==> src/verilog/ctrl_pkg.sv <==
`default_nettype none

package ctrl_pkg;

	// Host joystick word, one bit per button, active high
	typedef logic [15:0] joy_t;

	localparam int JOY_RIGHT  = 0;
	localparam int JOY_LEFT   = 1;
	localparam int JOY_DOWN   = 2;
	localparam int JOY_UP     = 3;
	localparam int JOY_FIRE1  = 4;
	localparam int JOY_FIRE2  = 5;
	localparam int JOY_PAUSE  = 6;
	localparam int JOY_SELECT = 7;
	localparam int JOY_START  = 8;
	localparam int JOY_DIFF_L = 10;
	localparam int JOY_DIFF_R = 11;

	typedef logic [10:0] ps2_key_t;   // {toggle, pressed, code[8:0]}
	typedef logic [24:0] ps2_mouse_t; // {toggle, y, x, flags}
	typedef logic [7:0]  riot_port_t;
	typedef logic [3:0]  nibble_t;
	typedef logic [2:0]  keypad_t;    // {latch, dump[1:0]}

	typedef enum logic [1:0] {
		PORT_NONE,
		PORT_JOYSTICK,
		PORT_TRACKBALL,
		PORT_KEYPAD
	} port_type_e;

	// Set 2 scan codes, number row
	localparam logic [8:0] SC_1     = 9'h016;
	localparam logic [8:0] SC_2     = 9'h01e;
	localparam logic [8:0] SC_3     = 9'h026;
	localparam logic [8:0] SC_4     = 9'h025;
	localparam logic [8:0] SC_5     = 9'h02e;
	localparam logic [8:0] SC_6     = 9'h036;
	localparam logic [8:0] SC_7     = 9'h03d;
	localparam logic [8:0] SC_8     = 9'h03e;
	localparam logic [8:0] SC_9     = 9'h046;
	localparam logic [8:0] SC_0     = 9'h045;
	localparam logic [8:0] SC_MINUS = 9'h04e;
	localparam logic [8:0] SC_EQUAL = 9'h055;
	localparam logic [8:0] SC_F1    = 9'h005; // Select
	localparam logic [8:0] SC_F2    = 9'h006; // Start

endpackage

`default_nettype wire

==> src/verilog/console_switches.sv <==
`timescale 1ns/1ps
`default_nettype none

module console_switches (
	input  wire                       clk_sys,
	input  wire                       reset,
	input  wire ctrl_pkg::joy_t       i_joy_a,
	input  wire ctrl_pkg::joy_t       i_joy_b,
	input  wire                       i_key_start,
	input  wire                       i_key_select,
	input  wire ctrl_pkg::riot_port_t i_pb_out,
	output ctrl_pkg::riot_port_t      o_pb_in
);

	logic old_diff_r, old_diff_l;
	logic diff_r, diff_l; // 0 = position A

	wire btn_diff_r = i_joy_a[ctrl_pkg::JOY_DIFF_R] | i_joy_b[ctrl_pkg::JOY_DIFF_R];
	wire btn_diff_l = i_joy_a[ctrl_pkg::JOY_DIFF_L] | i_joy_b[ctrl_pkg::JOY_DIFF_L];
	wire btn_pause = i_joy_a[ctrl_pkg::JOY_PAUSE] | i_joy_b[ctrl_pkg::JOY_PAUSE];
	wire btn_select = i_joy_a[ctrl_pkg::JOY_SELECT] | i_joy_b[ctrl_pkg::JOY_SELECT] |
		i_key_select;
	wire btn_start = i_joy_a[ctrl_pkg::JOY_START] | i_joy_b[ctrl_pkg::JOY_START] | i_key_start;

	// Difficulty buttons act as toggles
	always_ff @(posedge clk_sys) begin
		old_diff_r <= btn_diff_r;
		old_diff_l <= btn_diff_l;
		if (reset) begin
			diff_r <= 1'b0;
			diff_l <= 1'b0;
		end else begin
			if (btn_diff_r && !old_diff_r)
				diff_r <= ~diff_r;
			if (btn_diff_l && !old_diff_l)
				diff_l <= ~diff_l;
		end
	end

	assign o_pb_in = {
		~diff_r,      // Right difficulty
		~diff_l,      // Left difficulty
		i_pb_out[5:4],
		~btn_pause,
		i_pb_out[2],  // Two button sense line, looped back
		~btn_select,
		~btn_start
	};

endmodule

`default_nettype wire

==> src/verilog/ctrl_top.sv <==
`timescale 1ns/1ps
`default_nettype none

module ctrl_top (
	input  wire                       clk_sys,
	input  wire                       reset,
	input  wire ctrl_pkg::joy_t       i_joy_a,
	input  wire ctrl_pkg::joy_t       i_joy_b,
	input  wire ctrl_pkg::ps2_key_t   i_ps2_key,
	input  wire ctrl_pkg::ps2_mouse_t i_ps2_mouse,
	input  wire ctrl_pkg::port_type_e i_porta_type,
	input  wire ctrl_pkg::port_type_e i_portb_type,
	input  wire ctrl_pkg::riot_port_t i_pa_out,
	input  wire ctrl_pkg::riot_port_t i_pb_out,
	input  wire                       i_pa_read,
	output ctrl_pkg::riot_port_t      o_pa_in,
	output ctrl_pkg::riot_port_t      o_pb_in,
	output logic [1:0]                o_ilatch,
	output logic [3:0]                o_idump
);

	ctrl_pkg::keypad_t keypad_a;
	ctrl_pkg::keypad_t keypad_b;
	ctrl_pkg::nibble_t trackball;
	logic trackball_button;
	logic key_start, key_select; // F2, F1

	keypad_matrix u_keypad_matrix (
		.clk_sys      (clk_sys),
		.reset        (reset),
		.i_ps2_key    (i_ps2_key),
		.i_pa_out     (i_pa_out),
		.o_keypad_a   (keypad_a),
		.o_keypad_b   (keypad_b),
		.o_key_start  (key_start),
		.o_key_select (key_select)
	);

	trackball_feed u_trackball_feed (
		.clk_sys     (clk_sys),
		.reset       (reset),
		.i_ps2_mouse (i_ps2_mouse),
		.i_pa_read   (i_pa_read),
		.o_trackball (trackball),
		.o_button    (trackball_button)
	);

	console_switches u_console_switches (
		.clk_sys      (clk_sys),
		.reset        (reset),
		.i_joy_a      (i_joy_a),
		.i_joy_b      (i_joy_b),
		.i_key_start  (key_start),
		.i_key_select (key_select),
		.i_pb_out     (i_pb_out),
		.o_pb_in      (o_pb_in)
	);

	port_mux u_port_mux (
		.i_porta_type       (i_porta_type),
		.i_portb_type       (i_portb_type),
		.i_joy_a            (i_joy_a),
		.i_joy_b            (i_joy_b),
		.i_pa_out           (i_pa_out),
		.i_keypad_a         (keypad_a),
		.i_keypad_b         (keypad_b),
		.i_trackball        (trackball),
		.i_trackball_button (trackball_button),
		.o_pa_in            (o_pa_in),
		.o_ilatch           (o_ilatch),
		.o_idump            (o_idump)
	);

endmodule

`default_nettype wire

==> src/verilog/keypad_matrix.sv <==
`timescale 1ns/1ps
`default_nettype none

module keypad_matrix (
	input  wire                   clk_sys,
	input  wire                   reset,
	input  wire ctrl_pkg::ps2_key_t   i_ps2_key,
	input  wire ctrl_pkg::riot_port_t i_pa_out,
	output ctrl_pkg::keypad_t     o_keypad_a,
	output ctrl_pkg::keypad_t     o_keypad_b,
	output logic                  o_key_start,
	output logic                  o_key_select
);

	logic last_toggle;
	logic [11:0] key_held; // Bit row*3 + col
	ctrl_pkg::keypad_t sense_a;
	ctrl_pkg::keypad_t sense_b;

	wire key_event = last_toggle != i_ps2_key[10];
	wire key_pressed = i_ps2_key[9];
	wire [8:0] scan_code = i_ps2_key[8:0];

	// Held key state, one event per toggle change
	always_ff @(posedge clk_sys) begin
		last_toggle <= i_ps2_key[10];
		if (reset) begin
			key_held <= '0;
			o_key_start <= 1'b0;
			o_key_select <= 1'b0;
		end else if (key_event) begin
			case (scan_code)
				ctrl_pkg::SC_1:     key_held[0] <= key_pressed; // Row 0
				ctrl_pkg::SC_2:     key_held[1] <= key_pressed;
				ctrl_pkg::SC_3:     key_held[2] <= key_pressed;
				ctrl_pkg::SC_4:     key_held[3] <= key_pressed; // Row 1
				ctrl_pkg::SC_5:     key_held[4] <= key_pressed;
				ctrl_pkg::SC_6:     key_held[5] <= key_pressed;
				ctrl_pkg::SC_7:     key_held[6] <= key_pressed; // Row 2
				ctrl_pkg::SC_8:     key_held[7] <= key_pressed;
				ctrl_pkg::SC_9:     key_held[8] <= key_pressed;
				ctrl_pkg::SC_MINUS: key_held[9] <= key_pressed; // Row 3
				ctrl_pkg::SC_0:     key_held[10] <= key_pressed;
				ctrl_pkg::SC_EQUAL: key_held[11] <= key_pressed;
				ctrl_pkg::SC_F1:    o_key_select <= key_pressed;
				ctrl_pkg::SC_F2:    o_key_start <= key_pressed;
				default: ;
			endcase
		end
	end

	// Column lines are pulled up; a held key shorts its column to the row line.
	// Rows scanned 0 to 3 so the later row wins on a shared column
	always_comb begin
		sense_a = '1;
		sense_b = '1;
		for (int r = 0; r < 4; r++) begin
			for (int c = 0; c < 3; c++) begin
				if (key_held[r * 3 + c]) begin
					sense_a[c] = i_pa_out[4 + r]; // Port A rows on PA7..4
					sense_b[c] = i_pa_out[r];
				end
			end
		end
	end

	always_ff @(posedge clk_sys) begin
		if (reset) begin
			o_keypad_a <= '1;
			o_keypad_b <= '1;
		end else begin
			o_keypad_a <= sense_a;
			o_keypad_b <= sense_b;
		end
	end

endmodule

`default_nettype wire

==> src/verilog/port_mux.sv <==
`timescale 1ns/1ps
`default_nettype none

module port_mux (
	input  wire ctrl_pkg::port_type_e i_porta_type,
	input  wire ctrl_pkg::port_type_e i_portb_type,
	input  wire ctrl_pkg::joy_t       i_joy_a,
	input  wire ctrl_pkg::joy_t       i_joy_b,
	input  wire ctrl_pkg::riot_port_t i_pa_out,
	input  wire ctrl_pkg::keypad_t    i_keypad_a,
	input  wire ctrl_pkg::keypad_t    i_keypad_b,
	input  wire ctrl_pkg::nibble_t    i_trackball,
	input  wire                       i_trackball_button,
	output ctrl_pkg::riot_port_t      o_pa_in,
	output logic [1:0]                o_ilatch,
	output logic [3:0]                o_idump
);

	ctrl_pkg::port_type_e type_b;
	logic [6:0] half_a, half_b; // {latch, dump[1:0], nibble[3:0]}

	// Input rule for one controller port
	function automatic logic [6:0] half_rule(
		input ctrl_pkg::port_type_e kind,
		input ctrl_pkg::joy_t       joy,
		input ctrl_pkg::nibble_t    pa_half,
		input ctrl_pkg::keypad_t    keypad,
		input ctrl_pkg::nibble_t    ball,
		input logic                 ball_button
	);
		logic fire1;
		logic fire2;
		logic [6:0] result;
		fire1 = joy[ctrl_pkg::JOY_FIRE1];
		fire2 = joy[ctrl_pkg::JOY_FIRE2];
		result = {1'b1, 2'b00, 4'b1111}; // Nothing plugged in
		case (kind)
			ctrl_pkg::PORT_JOYSTICK: begin
				result = {~(fire1 | fire2), fire1, fire2,
					~joy[ctrl_pkg::JOY_RIGHT], ~joy[ctrl_pkg::JOY_LEFT],
					~joy[ctrl_pkg::JOY_DOWN], ~joy[ctrl_pkg::JOY_UP]};
			end
			ctrl_pkg::PORT_TRACKBALL: result = {~ball_button, 2'b00, ball};
			ctrl_pkg::PORT_KEYPAD:    result = {keypad, pa_half}; // Rows read back
			default: ;
		endcase
		return result;
	endfunction

	// Only one trackball feed, port A keeps it
	always_comb begin
		type_b = i_portb_type;
		if (i_portb_type == ctrl_pkg::PORT_TRACKBALL && i_porta_type == ctrl_pkg::PORT_TRACKBALL)
			type_b = ctrl_pkg::PORT_JOYSTICK;
	end

	assign half_a = half_rule(i_porta_type, i_joy_a, i_pa_out[7:4], i_keypad_a,
		i_trackball, i_trackball_button);
	assign half_b = half_rule(type_b, i_joy_b, i_pa_out[3:0], i_keypad_b,
		i_trackball, i_trackball_button);

	assign o_pa_in = {half_a[3:0], half_b[3:0]};
	assign o_ilatch = {half_b[6], half_a[6]};
	assign o_idump = {half_b[5:4], half_a[5:4]};

endmodule

`default_nettype wire

==> src/verilog/trackball_feed.sv <==
`timescale 1ns/1ps
`default_nettype none

module trackball_feed (
	input  wire                     clk_sys,
	input  wire                     reset,
	input  wire ctrl_pkg::ps2_mouse_t i_ps2_mouse,
	input  wire                     i_pa_read,
	output ctrl_pkg::nibble_t       o_trackball,
	output logic                    o_button
);

	logic last_toggle;
	logic [7:0] count_x, count_y; // Pending steps per axis
	logic dir_x, dir_y;
	logic tog_x, tog_y;

	wire packet = last_toggle != i_ps2_mouse[24];
	wire sign_x = i_ps2_mouse[4];
	wire sign_y = i_ps2_mouse[5];

	always_ff @(posedge clk_sys) begin
		last_toggle <= i_ps2_mouse[24];
		if (reset) begin
			count_x <= '0;
			count_y <= '0;
			dir_x <= 1'b0;
			dir_y <= 1'b0;
			tog_x <= 1'b0;
			tog_y <= 1'b0;
			o_trackball <= '0;
			o_button <= 1'b0;
		end else if (packet) begin
			// Magnitude by one's complement of negative counts
			count_x <= sign_x ? ~i_ps2_mouse[15:8] : i_ps2_mouse[15:8];
			count_y <= sign_y ? ~i_ps2_mouse[23:16] : i_ps2_mouse[23:16];
			dir_x <= ~sign_x; // X runs the other way on the trackball
			dir_y <= sign_y;
			o_button <= i_ps2_mouse[1] | i_ps2_mouse[0];
		end else if (i_pa_read) begin
			// One step per port A read
			o_trackball <= {tog_y, dir_y, tog_x, dir_x};
			if (count_y != 8'd0) begin
				count_y <= count_y - 8'd1;
				tog_y <= ~tog_y;
			end
			if (count_x != 8'd0) begin
				count_x <= count_x - 8'd1;
				tog_x <= ~tog_x;
			end
		end
	end

endmodule

`default_nettype wire
==> config.mk <==
export PLATFORM = sky130hd
export DESIGN_NAME = ctrl_top
export DESIGN_NICKNAME = d
export VERILOG_FILES = /design/src/verilog/ctrl_pkg.sv /design/src/verilog/console_switches.sv /design/src/verilog/ctrl_top.sv /design/src/verilog/keypad_matrix.sv /design/src/verilog/port_mux.sv /design/src/verilog/trackball_feed.sv
export SDC_FILE = /design/constraint.sdc
export NUM_CORES = 1
export LEC_CHECK = 0
export ABC_CLOCK_PERIOD_IN_PS = 1800
export BUFFER_PORTS_ARGS = -buffer_cell sky130_fd_sc_hd__buf_4
export CAP_MARGIN = 20
export CORE_MARGIN = 3
export CORE_UTILIZATION = 40
export CTS_CLUSTER_SIZE = 10
export DETAILED_ROUTE_END_ITERATION = 8
export MAX_ROUTING_LAYER = met4
export PLACE_DENSITY = 0.7
export SLEW_MARGIN = 20
export SYNTH_ARGS = -nofsm -noshare
export SYNTH_HDL_FRONTEND = slang
export SYNTH_SLANG_ARGS = --single-unit
==> constraint.sdc <==
create_clock -name clk_sys -period 1.8 [get_ports clk_sys]
set_clock_uncertainty 0.1 [all_clocks]
set_input_delay 0.09 -clock clk_sys [delete_from_list [all_inputs] [get_ports clk_sys]]
set_output_delay 0.09 -clock clk_sys [all_outputs]
set_load 0.005 [all_outputs]
==> summary.txt <==
Floorplanning
  • Die area: between 0.008 and 0.009 mm2
  • Overall die height: about 93 um
  • # IOs: approximately 110
  • Die W: a little over 90 um
  • Initial core utilization: 0.417
  • Core Rows: 31
  • Core Area: 0.00733 mm2

Setup path
  • CP startpoint: u_trackball_feed.count_y[0]
  • RR Startpoint: u_trackball_feed.count_y[0]
  • Worst path max stage delay: 0.37 ns
  • Setup CP Type: reg2reg
  • Crit-path slowest cell: or3b_4
  • Reg2Reg Setup Slack: -0.03 ns
  • Req. time, crit path: between 1.5 and 2 ns
  • FF-to-FF End: u_trackball_feed.count_y[3]
  • Setup crit start kind: flop
  • Crit path buffers/inverters: 2
  • WP data arrival: 1.89 ns
  • CP cell instances: inv_2 > ha_2 > or3b_4 > buf_6 > o211ai_1 > xor2_1 > a211oi_1
  • FF-to-FF path depth: 7
  • Worst Setup End Kind: flop
  • Family with the most delay on the worst path: simple AND/OR/NAND/NOR gates
  • Crit path max fanout: 5
  • Critical path depth: 7

Synthesis
  • Syn Std Cell Area: ~0.003 mm2
  • Synth cell types: between 40 and 50
  • Synthesized flop and latch total: 51
  • Area share of the largest cell type after synthesis: 0.334
  • Top-count cell post-synth: dfxtp_1
  • Average size of a mapped cell: between 8 and 9 um2
  • Area contributors post-synth: dfxtp_1, mux2i_1, xor2_1, nor2_1, a21oi_1
  • Largest area contributor in the netlist: dfxtp_1
  • Commonest register cell after synthesis: dfxtp_1
  • Syn Inst Count: between 300 and 400
  • Yosys warns: 0
  • Register area share after synthesis: 0.334
  • Commonest cells post-synth: dfxtp_1, nor2_1, nand2_1, a21oi_1, mux2i_1
  • Syn Nets: around 480
  • Number of flops mapped to enable cells by yosys: 0
  • Ys async rst share: 0

Finish
  • N_diodes: 0
  • Final non-filler cell area: between 0.004 and 0.005 mm2
  • FILL cells: 650
  • Seq. cell area: slightly above 0.001 mm2
  • Area Overhead vs Synth: 43.1%
  • Share of cells above drive strength 1: 0.303
  • Multi-input gate area: a little under 0.002 mm2
  • Fin nets: approximately 590
  • Util after Layout: 0.596

Timing
  • Worst rel slew slack: 0.523
  • Hold Vio Cnt, Final: 0
  • F_max: 545 MHz
  • Worst Setup Slack, final: -0.0337 ns
  • # setup viols final: 2
  • Final min period: 1.83 ns
  • Fin crit share: 1.02
  • Worst-margin pin slew: a little over 0.7 ns
  • Final Max Slew Viols: 0
  • Unrepaired setup endpoints after global routing: yes

Clock network
  • Clk sinks: 51
  • Clock-pin slew of the registers on the worst-case setup and hold paths: ~0.1 ns
  • CTS tree: built
  • CTS buffer count: 5
  • Clk_lat worst skew: about 0.30 ns
  • Root buffer cell: clkbuf_8
  • Clock buffer depth: 2
  • Clock H-tree levels: 2

Placement
  • Placed cell areas: ~0.0039 mm2
  • IO Port Bufs: 87
  • Final Wtd Congestion: around 0.9
  • Final HPWL DP: roughly 5700 um

Min path
  • Worst Hold Depth: 3
  • Hold Path Origin: i_ps2_key[9]
  • Hold Crit Class: in2reg
  • Hold EP: u_keypad_matrix.key_held[7]

Drt
  • Antenna Nets Post-Route: 0
  • Residual DRC: 0
  • Routed vias: roughly 3.1k
  • Post-Route WL: 8050 um
  • Iter 0 DRT Violations: between 90 and 100
  • Drt pass-1 iters: 4
  • WL per Instance: around 13 um
  • Vias per inst: 5.26

Pwr
  • Maximum vdd drop: about 0.00052 V
  • Clk pwr share: 0.277
  • Internal: roughly 0.0022 W
  • Seq pwr share: 0.418
  • Pleak: roughly 1.9 nW
  • Combinational power share: 0.305
  • P_sw: between 0.0008 and 0.0009 W
  • Switching Share: 0.286
  • Tot Pwr: between 0.003 and 0.004 W
  • PD cells: a little under 700 mW/mm2

Global route
  • Antenna violations before repair: 0
  • Total GRT Usage: 0.183
  • Number of global-route vias before repair: between 2k and 3k
  • Largest net degree at the start of global routing: 54
  • Gr ovfl total: 0
  • First-pass GRT wire length: 12,800 um

Status
  • Outcome: finished with violations
  • Failing checks: setup timing

Job
  • MaxCap Viol Count: 0
-- power by group through the flow --
stage / Sequential (W) / Combinational, W / Clock [W]
2_1_floorplan: 0.00127 / 0.000454 / 0
3_3_place_gp: 0.00128 / 0.000797 / 0
3_5_place_dp: 0.00128 / 0.000807 / 0
4_1_cts: 0.00126 / 0.000869 / 0.000856
5_1_grt: 0.00128 / 0.00101 / 0.000901
6_report: 0.00126 / 0.000922 / 0.000836
-- worst max path at each step --
stage	end	slack (ns)
floorplan	u_trackball_feed.count_y[6]	-0.03
global placement	u_trackball_feed.tog_y	-0.09
detailed placement	u_trackball_feed.o_trackball[2]	-0.13
CTS	u_trackball_feed.count_y[3]	0.006
global route	u_trackball_feed.count_y[3]	-0.1
finish	u_trackball_feed.count_y[3]	-0.03
-- repair_timing --
action                     4_1_cts  5_1_grt
hold endpoints to repair        24        0
setup buffers                    1        0
cloned                           0        1
gates resized for setup          9       18
pin swaps                        6       11
hold buffers                    24        0
setup endpoints to repair       16       15
-- layout make-up --
| type | count | share of cell area |
|---|---|---|
| clock buffers | 6 | 0.0189 |
| multi-input cells | 288 | 0.448 |
| flip-flops and latches | 51 | 0.235 |
| inverters | 16 | 0.0137 |
| repair buffers | 135 | 0.247 |
| clock inverters | 2 | 0.00887 |
| well taps | 99 | 0.0283 |
-- metal layers --
metal | GRT usage | wire length (um)
met4 | 0.0586 | 125
met3 | 0.0346 | 498
met1 | 0.231 | 3540
met5 | - | 0
met2 | 0.295 | 3880
-- registers in the layout, summed over array words and instances (netlist names), 3 cells and up --
| signal | flops |
|---|---|
| u_keypad_matrix.key_held | 12 |
| u_trackball_feed.count_x | 8 |
| u_trackball_feed.count_y | 8 |
| u_trackball_feed.o_trackball | 4 |
| u_keypad_matrix.o_keypad_a | 3 |
| u_keypad_matrix.o_keypad_b | 3 |
-- placed cells by master (no fill, tap or decap), types with 10 or more instances in the layout --
| cell type | count |
|---|---|
| nor2b_1 | 13 |
| xnor2_1 | 10 |
| dlygate4sd3_1 | 24 |
| buf_4 | 109 |
| nand4_1 | 14 |
| nor3_1 | 15 |
| nand2_1 | 27 |
| nor2_1 | 37 |
| a211oi_1 | 12 |
| a21oi_1 | 23 |
| o21ai_0 | 13 |
| xor2_1 | 18 |
| dfxtp_1 | 45 |
| mux2i_1 | 23 |
| nor3b_1 | 12 |
| inv_1 | 12 |
-- worst min-delay path, stage by stage --
cell and delay, ns:
buf_4 0.14, mux2i_1 0.08, nor2_1 0.07
-- through the flow --
step | cells | worst slack (ns) | setup TNS [ns] | hold WS (ns)
after detailed placement | 563 | -0.126 | -0.928 | 0.0800
after global placement | 563 | -0.0906 | -0.672 | 0.0800
after floorplan | 380 | -0.0308 | -0.0597 | 0.0177
after global routing | 597 | -0.0998 | -0.311 | 0.0172
after CTS | 596 | 0.00593 | 0 | 0.00184
final | 597 | -0.0337 | -0.0471 | 0.00354
-- logic make-up after synthesis --
group | share of synthesized area
flip-flops | 0.334
adder cells (fa/ha/maj) | 0.0164
AO/OA/AOI/OAI | 0.157
multiplexers | 0.0754
buffers and inverters | 0.0557
XOR/XNOR | 0.0832
AND/OR/NAND/NOR | 0.278
No activity file was read; power rests on OpenSTA's default activity.
